## src/cpu_params.svh

```systemverilog
`ifndef CPU_PARAMS_SVH
`define CPU_PARAMS_SVH

// Datapath widths
`define XLEN   32
`define REG_AW 5

// Processor stage codes, 3 bits wide
`define ST_FETCH  3'd0
`define ST_DECODE 3'd1
`define ST_EXEC   3'd2
`define ST_MEM    3'd3
`define ST_WB     3'd4

// FPU cycles from enable to ready
`define FADD_LAT 4
`define FMUL_LAT 3

`endif

```

## src/exec_pkg.sv

```systemverilog
`default_nettype none

`include "cpu_params.svh"

package exec_pkg;

    typedef enum logic [4:0] {
        OP_ADD  = 5'd0,
        OP_SUB  = 5'd1,
        OP_AND  = 5'd2,
        OP_OR   = 5'd3,
        OP_XOR  = 5'd4,
        OP_SLL  = 5'd5,
        OP_SRL  = 5'd6,
        OP_SRA  = 5'd7,
        OP_SLT  = 5'd8,
        OP_SLTU = 5'd9,
        OP_PASS = 5'd10,
        OP_FADD = 5'd16,
        OP_FSUB = 5'd17,
        OP_FMUL = 5'd18
    } exec_op_e;

    // IEEE single precision fields
    typedef struct packed {
        logic       sign;
        logic [7:0] exponent;
        logic [22:0] mantissa;
    } float_t;

    // ALU reads the integer view, FPU the float view
    typedef union packed {
        logic [`XLEN-1:0] word;
        float_t           fp;
    } operand_u;

    typedef struct packed {
        logic [`XLEN-1:0]   pc;
        logic [`XLEN-1:0]   imm;
        logic [`XLEN-1:0]   reg1_data;
        logic [`XLEN-1:0]   reg2_data;
        exec_op_e           ctl;
        logic               branch_uc;
        logic               branch_c;
        logic               branch_relative;
        logic               mem_read;
        logic               mem_write;
        logic               alu_pc;     // Operand 1 is pc
        logic               alu_src;    // Operand 2 is imm
        logic               reg_write;
        logic               writef;     // Float register file target
        logic               use_fpu;
        logic [`REG_AW-1:0] write_reg;
    } exec_in_t;

    typedef struct packed {
        logic               mem_read;
        logic               mem_write;
        logic               reg_write;
        logic               writef;
        logic [`REG_AW-1:0] write_reg;
        logic [`XLEN-1:0]   branch_addr;
        logic [`XLEN-1:0]   mem_addr;
        logic [`XLEN-1:0]   mem_write_data;
        logic [`XLEN-1:0]   reg_write_data;
        logic               branch;
    } exec_out_t;

endpackage

`default_nettype wire

```

## src/alu.sv

```systemverilog
`timescale 1ns/1ps
`default_nettype none

`include "cpu_params.svh"

module alu
    import exec_pkg::*;
(
    input  exec_op_e         ctl,
    input  operand_u         a,
    input  operand_u         b,
    output logic [`XLEN-1:0] y,
    output logic             zero
);

    logic [4:0] shamt;

    assign shamt = b.word[4:0];   // Low five bits only

    always_comb begin
        unique case (ctl)
            OP_ADD:  y = a.word + b.word;
            OP_SUB:  y = a.word - b.word;
            OP_AND:  y = a.word & b.word;
            OP_OR:   y = a.word | b.word;
            OP_XOR:  y = a.word ^ b.word;
            OP_SLL:  y = a.word << shamt;
            OP_SRL:  y = a.word >> shamt;
            OP_SRA:  y = $unsigned($signed(a.word) >>> shamt);
            OP_SLT: begin
                y = ($signed(a.word) < $signed(b.word)) ? `XLEN'd1 : `XLEN'd0;
            end
            OP_SLTU: begin
                y = (a.word < b.word) ? `XLEN'd1 : `XLEN'd0;
            end
            OP_PASS: y = b.word;
            default: y = '0;            // FPU codes
        endcase
    end

    assign zero = (y == '0);

endmodule

`default_nettype wire

```

## src/fpu.sv

```systemverilog
`timescale 1ns/1ps
`default_nettype none

`include "cpu_params.svh"

module fpu
    import exec_pkg::*;
(
    input  logic             clk,
    input  logic             rst,
    input  logic             en,
    input  exec_op_e         ctl,
    input  operand_u         a,
    input  operand_u         b,
    output logic [`XLEN-1:0] y,
    output logic             ready
);

    float_t     fa, fb;
    exec_op_e   op_q;
    logic [2:0] cnt;
    logic       busy;

    // Add/subtract path
    logic        a_big;
    logic [23:0] ma, mb;
    logic [23:0] m_big, m_small, m_small_sh;
    logic [7:0]  e_big, e_diff;
    logic        s_big;
    logic [24:0] m_sum;
    logic [4:0]  lz;
    logic [23:0] m_norm;
    logic signed [9:0] e_add;
    float_t      add_res;

    // Multiply path
    logic [47:0] prod;
    logic signed [9:0] e_mul;
    float_t      mul_res;

    function automatic logic [4:0] lead_zeros(input logic [23:0] m);
        logic [4:0] n;
        logic       found;
        n = 5'd0;
        found = 1'b0;
        for (int i = 23; i >= 0; i--) begin
            if (!found && m[i]) begin
                found = 1'b1;
                n = 5'(23 - i);
            end
        end
        return n;
    endfunction

    // Denormals flush to zero through the hidden bit
    assign ma = (fa.exponent != 8'd0) ? {1'b1, fa.mantissa} : 24'd0;
    assign mb = (fb.exponent != 8'd0) ? {1'b1, fb.mantissa} : 24'd0;

    assign a_big      = {fa.exponent, fa.mantissa} >= {fb.exponent, fb.mantissa};
    assign m_big      = a_big ? ma : mb;
    assign m_small    = a_big ? mb : ma;
    assign e_big      = a_big ? fa.exponent : fb.exponent;
    assign s_big      = a_big ? fa.sign : fb.sign;
    assign e_diff     = a_big ? (fa.exponent - fb.exponent) : (fb.exponent - fa.exponent);
    assign m_small_sh = (e_diff > 8'd24) ? 24'd0 : (m_small >> e_diff);
    assign m_sum      = (fa.sign == fb.sign) ? ({1'b0, m_big} + {1'b0, m_small_sh})
                                             : ({1'b0, m_big} - {1'b0, m_small_sh});
    assign lz         = lead_zeros(m_sum[23:0]);
    assign m_norm     = m_sum[23:0] << lz;

    always_comb begin
        add_res = '0;
        if (m_sum[24]) begin
            e_add = $signed({2'b00, e_big}) + 10'sd1;
            add_res = '{sign: s_big, exponent: e_add[7:0], mantissa: m_sum[23:1]};
        end else begin
            e_add = $signed({2'b00, e_big}) - $signed({5'd0, lz});
            if (m_sum != '0 && e_add > 10'sd0) begin
                add_res = '{sign: s_big, exponent: e_add[7:0], mantissa: m_norm[22:0]};
            end
        end
    end

    assign prod  = ma * mb;
    assign e_mul = $signed({2'b00, fa.exponent}) + $signed({2'b00, fb.exponent})
                 - 10'sd127 + $signed({9'd0, prod[47]});

    always_comb begin
        mul_res = '0;
        if (ma != '0 && mb != '0 && e_mul > 10'sd0) begin
            mul_res.sign     = fa.sign ^ fb.sign;
            mul_res.exponent = e_mul[7:0];
            mul_res.mantissa = prod[47] ? prod[46:24] : prod[45:23];   // Truncated
        end
    end

    always_ff @(posedge clk) begin
        if (rst) begin
            ready <= 1'b0;
            busy  <= 1'b0;
            cnt   <= '0;
        end else if (en) begin
            ready <= 1'b0;
            busy  <= 1'b1;
            cnt   <= (ctl == OP_FMUL) ? 3'(`FMUL_LAT - 1) : 3'(`FADD_LAT - 1);
        end else if (busy) begin
            if (cnt == '0) begin
                ready <= 1'b1;
                busy  <= 1'b0;
            end else begin
                cnt <= cnt - 3'd1;
            end
        end
    end

    // Operand capture and result register
    always_ff @(posedge clk) begin
        if (en) begin
            fa   <= a.fp;
            fb   <= b.fp;
            op_q <= ctl;
            if (ctl == OP_FSUB) begin
                fb.sign <= ~b.fp.sign;
            end
        end else if (busy && cnt == '0) begin
            y <= (op_q == OP_FMUL) ? mul_res : add_res;
        end
    end

endmodule

`default_nettype wire

```

## src/exec_stage.sv

```systemverilog
`timescale 1ns/1ps
`default_nettype none

`include "cpu_params.svh"

module exec_stage
    import exec_pkg::*;
(
    input  logic      clk,
    input  logic      rst,
    input  logic [2:0] state,
    input  exec_in_t  instr,
    output exec_out_t result,
    output logic      data_ready
);

    operand_u         src1, src2;
    logic [`XLEN-1:0] alu_y;
    logic             alu_zero;
    logic [`XLEN-1:0] fpu_y;
    logic             fpu_ready;
    logic             fpu_en;
    logic             in_exec;
    logic             waiting;

    assign in_exec   = (state == `ST_EXEC);
    assign src1.word = instr.alu_pc ? instr.pc : instr.reg1_data;
    assign src2.word = instr.alu_src ? instr.imm : instr.reg2_data;
    assign fpu_en    = in_exec && !waiting && instr.use_fpu;   // Once per execute visit

    alu i_alu (
        .ctl  (instr.ctl),
        .a    (src1),
        .b    (src2),
        .y    (alu_y),
        .zero (alu_zero)
    );

    fpu i_fpu (
        .clk   (clk),
        .rst   (rst),
        .en    (fpu_en),
        .ctl   (instr.ctl),
        .a     (src1),
        .b     (src2),
        .y     (fpu_y),
        .ready (fpu_ready)
    );

    always_ff @(posedge clk) begin
        if (rst) begin
            result     <= '0;
            data_ready <= 1'b0;
            waiting    <= 1'b0;
        end else if (in_exec) begin
            result.mem_read       <= instr.mem_read;
            result.mem_write      <= instr.mem_write;
            result.reg_write      <= instr.reg_write;
            result.writef         <= instr.writef;
            result.write_reg      <= instr.write_reg;
            result.branch         <= instr.branch_uc || (instr.branch_c && !alu_zero);
            result.branch_addr    <= instr.branch_relative ?
                                     (instr.branch_uc ? instr.pc + alu_y
                                                      : instr.pc + instr.imm) : alu_y;
            result.mem_addr       <= alu_y;
            result.mem_write_data <= instr.reg2_data;
            result.reg_write_data <= instr.branch_uc ? instr.pc + `XLEN'd4 :
                                     instr.use_fpu   ? fpu_y : alu_y;
            // FPU ready before the enable edge belongs to the last op
            data_ready            <= instr.use_fpu ? (fpu_ready && waiting) : 1'b1;
            waiting               <= 1'b1;
        end else begin
            waiting <= 1'b0;
        end
    end

endmodule

`default_nettype wire

```

## src/stage_sequencer.sv

```systemverilog
`timescale 1ns/1ps
`default_nettype none

`include "cpu_params.svh"

module stage_sequencer (
    input  logic       clk,
    input  logic       rst,
    input  logic       issue,
    input  logic       data_ready,
    output logic [2:0] state
);

    logic [2:0] next_state;
    logic       exec_seen;   // Past the first execute cycle

    always_comb begin
        next_state = state;
        unique case (state)
            `ST_FETCH:  if (issue) next_state = `ST_DECODE;
            `ST_DECODE: next_state = `ST_EXEC;
            `ST_EXEC: begin
                // Ready level in the first cycle is stale
                if (exec_seen && data_ready) next_state = `ST_MEM;
            end
            `ST_MEM:    next_state = `ST_WB;
            `ST_WB:     next_state = `ST_FETCH;
            default:    next_state = `ST_FETCH;
        endcase
    end

    always_ff @(posedge clk) begin
        if (rst) begin
            state     <= `ST_FETCH;
            exec_seen <= 1'b0;
        end else begin
            state     <= next_state;
            exec_seen <= (state == `ST_EXEC) && (next_state == `ST_EXEC);
        end
    end

endmodule

`default_nettype wire

```

## src/exec_unit_top.sv

```systemverilog
`timescale 1ns/1ps
`default_nettype none

module exec_unit_top
    import exec_pkg::*;
(
    input  logic       clk,
    input  logic       rst,
    input  logic       issue,
    input  exec_in_t   instr,
    output logic [2:0] state,
    output exec_out_t  result,
    output logic       data_ready
);

    // Sequencer state feeds the stage, ready comes back
    stage_sequencer i_stage_sequencer (
        .clk        (clk),
        .rst        (rst),
        .issue      (issue),
        .data_ready (data_ready),
        .state      (state)
    );

    exec_stage i_exec_stage (
        .clk        (clk),
        .rst        (rst),
        .state      (state),
        .instr      (instr),
        .result     (result),
        .data_ready (data_ready)
    );

endmodule

`default_nettype wire

```

## config.mk

```make
export PLATFORM = sky130hd
export DESIGN_NAME = exec_unit_top
export DESIGN_NICKNAME = d
export VERILOG_FILES = /design/src/exec_pkg.sv /design/src/alu.sv /design/src/fpu.sv /design/src/exec_stage.sv /design/src/stage_sequencer.sv /design/src/exec_unit_top.sv
export VERILOG_INCLUDE_DIRS = /design/src
export SDC_FILE = /design/constraint.sdc
export NUM_CORES = 2
export LEC_CHECK = 0
export ABC_CLOCK_PERIOD_IN_PS = 18200
export BUFFER_PORTS_ARGS = -buffer_cell sky130_fd_sc_hd__buf_2
export CORE_AREA = 8 8 291 434
export CTS_BUF_LIST = sky130_fd_sc_hd__clkbuf_4
export DETAILED_ROUTE_END_ITERATION = 6
export DIE_AREA = 0 0 299 442
export GPL_ROUTABILITY_DRIVEN = 1
export SLEW_MARGIN = 20
export SYNTH_ARGS = -nofsm -noshare
export SYNTH_HDL_FRONTEND = slang
export SYNTH_SLANG_ARGS = --single-unit
```

## constraint.sdc

```tcl
create_clock -name clk -period 18.2 [get_ports clk]
set_clock_uncertainty 0.1 [all_clocks]
set_input_delay 3.64 -clock clk [delete_from_list [all_inputs] [get_ports clk]]
set_output_delay 3.64 -clock clk [all_outputs]
set_load 0.05 [all_outputs]
```

==> impl_metrics.csv <==
group,metric,value,unit
critical_path,cpPeakStageDelay,0.72,ns
global_route,grt_max_degree,77,
logic_synthesis,syn-mean-instance-area,7.90,um^2
routing,detail-route-antenna-nets,0,
clock_tree,path_clk_slew,0.07,ns
clock_tree,cts_hold_buf,0,
worst_hold_path,hold_class,"reg -> reg",
routing,drt-vias-per-instance,6.01,
logic_synthesis,yosys_warnings,0,
sta,rsz0062_at_grt,"no",
critical_path,r2r-end,"i_exec_stage.i_fpu.y[21]",
floorplanning,initial_utilization,39.7,%
floorplanning,die-area,132000,um^2
clock_tree,insertion_delay,0.94,ns
pwr,netSwitchingPower,3.87,mW
routing,dr_wl_met3,15700,um
clock_tree,cts_max_level,3,
logic_synthesis,synth_area,47600,um^2
clock_tree,cts_resized,0,
layout,nNetsFinal,7167,
critical_path,cp_data_required_time,18.73,ns
critical_path,r2r_cells,48,
pwr,clock_power_share,8.3,%
routing,wl_met2,101000,um
pwr,total_power,6.84,mW
floorplanning,rows,156,
place,place_area,50800,um^2
sta,min_period,15.00,ns
layout,layout_commonest_cell,"nand2_1",
global_route,grt_pass1_wl,312000,um
status,violations,"DRC",
pwr,p_int,2.97,mW
pwr,p_comb_share,82.1,%
routing,top_layer_used,"met5",
status,status,"complete, but fails checks",
clock_tree,clockRootBuffer,"clkbuf_4",
critical_path,critPathTopFamily,"adder cells",
sta,setup_viol,0,
floorplanning,die_h,442,um
sta,hold_viol,0,
critical_path,cp.arrival,15.53,ns
layout,drive_above_1_share,11.6,%
routing,wl_met1,75200,um
floorplanning,io_pins,293,
global_route,grtUsageTotal,31.0,%
critical_path,crit_top_cell,"fa_1",
clock_tree,clock-sinks,250,
sta,setup_slack,3.20,ns
floorplanning,coreArea,120000,um^2
sta,final-max-slew-violation-count,0,
routing,dr.first_iter.drc_count,4143,
pwr,seqPwrFrac,9.6,%
pwr,p_per_area,132,nW/um^2
layout,final_area,51700,um^2
critical_path,r2r_slack,3.20,ns
sta,period_share,82.4,%
clock_tree,cts_setup_buffers,0,
critical_path,end_kind,"flip-flop",
global_route,antenna_found_initial,15,
global_route,first_global_vias,47600,
worst_hold_path,holdPathEnd,"i_exec_stage.result[63]",
global_route,grt-ovfl-total,0,
run,maxCapViolCount,0,
critical_path,path_class,"reg -> reg",
critical_path,path_max_fanout,44,
worst_hold_path,worstHoldStart,"i_exec_stage.result[63]",
logic_synthesis,synthesis.nets,7049,
critical_path,cp_slowest_cell,"o21ai_1",
routing,wire_per_inst,27.2,um
critical_path,worstSetupStartpointType,"flip-flop",
logic_synthesis,ys_seq_area_share,12.6,%
sta,relSlewSlack,21.3,%
routing,wirelength,212000,um
sta,max_freq,66.7,MHz
layout,nFillCells,12400,
pwr,peakVddDrop,283,uV
routing,routed-via-count,46700,
place,hpwlAfterDp,167000,um
pwr,power_leakage,24.0,nW
place,gp_congestion,1.01,
logic_synthesis,synth_cells,6022,
sta,finalSetupTns,0,ns
clock_tree,cts_tree,"built",
critical_path,reg2reg_from,"i_exec_stage.i_fpu.fa[28]",
layout,areaGrowthSynthToFinish,8.70,%
routing,drc_errors,3,
clock_tree,clockBufferDepth,3,
logic_synthesis,ys_async_sr_fraction,0,%
logic_synthesis,synth_edf_count,101,
layout,layout_common_cells,"nand2_1, inv_1, fa_1",
logic_synthesis,ys_seq_elements,250,
pwr,power.share.switching,56.6,%
sta,worst_pin_slew,1.18,ns
logic_synthesis,synth_ff_type,"dfxtp_1",
worst_hold_path,min_path_cells,2,
floorplanning,die_w,299,um
place,numPortBuffers,292,
logic_synthesis,synth_cell_types,116,
clock_tree,numCtsBuffers,67,
critical_path,path_buf_inv,8,
routing,first_pass_iters,7,
place,place_ws,3.50,ns
power groups by stage:
stage                     Combinational (mW)  Clock (mW)  Sequential [mW]
after floorplan                         3.64           0            0.754
after global placement                  5.47           0            0.667
after CTS                               5.52       0.576            0.656
after detailed placement                5.47           0            0.668
after global routing                    6.17       0.599            0.660
final                                   5.62       0.565            0.657
metrics by stage:
step / instances / utilization [%] / hold WS (ns)
after CTS: 7765 / 43.1 / 0.353
after detailed placement: 7651 / 42.4 / 0.342
after global placement: 7650 / 42.4 / 0.340
after floorplan: 6022 / - / 0.359
after global routing: 7770 / 43.2 / 0.370
final: 7780 / 43.2 / 0.352
worst min-delay path: cells and delay by family, from the launching register on:
kind             cells  cell delay (ns)
AO/OA/AOI/OAI        1             0.05
flip-flops           1             0.30
AND/OR/NAND/NOR      1             0.05
area by class of cell:
| class | count | area, um^2 | area share (%) |
|---|---|---|---|
| timing repair buffer | 441 | 2590 | 5.00 |
| inverter | 705 | 2650 | 5.11 |
| clock inverter | 18 | 156 | 0.302 |
| sequential | 250 | 6020 | 11.6 |
| antenna | 15 | 37.5 | 0.0725 |
| multi-input combinational | 4675 | 37600 | 72.7 |
| tap | 1580 | 1980 | 3.82 |
| clock buffer | 96 | 721 | 1.39 |
state kept, by name, indices dropped and copies added, names as in the netlist:
register / cells
i_exec_stage.i_fpu.fa: 32
i_exec_stage.i_fpu.ready: 1
i_stage_sequencer.exec_seen: 1
i_exec_stage.waiting: 1
i_exec_stage.i_fpu.fb: 32
i_exec_stage.i_fpu.busy: 1
i_exec_stage.i_fpu.y: 32
i_stage_sequencer.state: 3
i_exec_stage.i_fpu.cnt: 3
i_exec_stage.data_ready: 1
i_exec_stage.result: 138
i_exec_stage.i_fpu.op_q: 5
cells by family (layout without fill, tap and decap cells):
group | after synthesis | count (layout) | share of synthesized area [%]
flops | 250 | 250 | 12.6
mux | 364 | 364 | 8.16
xor+xnor | 131 | 131 | 2.44
simple gates | 1980 | 1980 | 18.9
compound gates | 1324 | 1324 | 18.2
buf+inv | 1097 | 1260 | 8.92
other cells | 0 | 15 | 0
fa+ha+maj | 876 | 876 | 30.7
synthesized netlist by cell type (25+ instances only):
cell	n	area [um^2]
nand2_1	809	3040
inv_1	691	2590
fa_1	489	9790
nor2_1	481	1810
a21oi_1	387	1940
ha_1	387	4840
clkbuf_1	305	1140
mux2i_1	295	2950
o21ai_0	259	1300
nand3_1	152	761
dfxtp_1	149	2980
nor3_1	136	681
a211oi_1	102	766
edfxtp_1	101	3030
and3_1	88	551
and2_1	87	544
o211ai_1	87	653
xnor2_1	81	709
mux2_2	52	586
a21o_1	51	383
xor2_1	48	420
buf_1	38	143
a31oi_1	34	213
o21bai_1	33	248
nor4_1	32	200
buf_2	31	155
nand4_1	30	188
o21a_1	30	225
or3_1	27	169
a221o_1	26	260
o221ai_1	26	228
a22oi_1	25	188
nand2b_1	25	156
o22ai_1	25	156
worst max-delay path by stage:
stage / start / endpoint / slack [ns] / cells past startpoint
after global routing: i_exec_stage.i_fpu.fa[28] / i_exec_stage.i_fpu.y[21] / 2.24 / 48
after detailed placement: i_exec_stage.i_fpu.fa[28] / i_exec_stage.i_fpu.y[21] / 3.50 / 48
final: i_exec_stage.i_fpu.fa[28] / i_exec_stage.i_fpu.y[21] / 3.20 / 48
after global placement: i_exec_stage.i_fpu.fb[23] / i_exec_stage.i_fpu.y[3] / 3.27 / 50
after CTS: i_exec_stage.i_fpu.fb[28] / i_exec_stage.i_fpu.y[21] / 3.38 / 48
after floorplan: i_exec_stage.i_fpu.fb[24] / i_exec_stage.i_fpu.y[10] / 5.63 / 53
metal layers:
metal	track usage, %	up-vias
met3	5.89	666
li1	-	20900
met5	0	-
met4	22.9	18
met2	52.9	2325
met1	34.1	22800
Power figures use the tool's default switching activity.
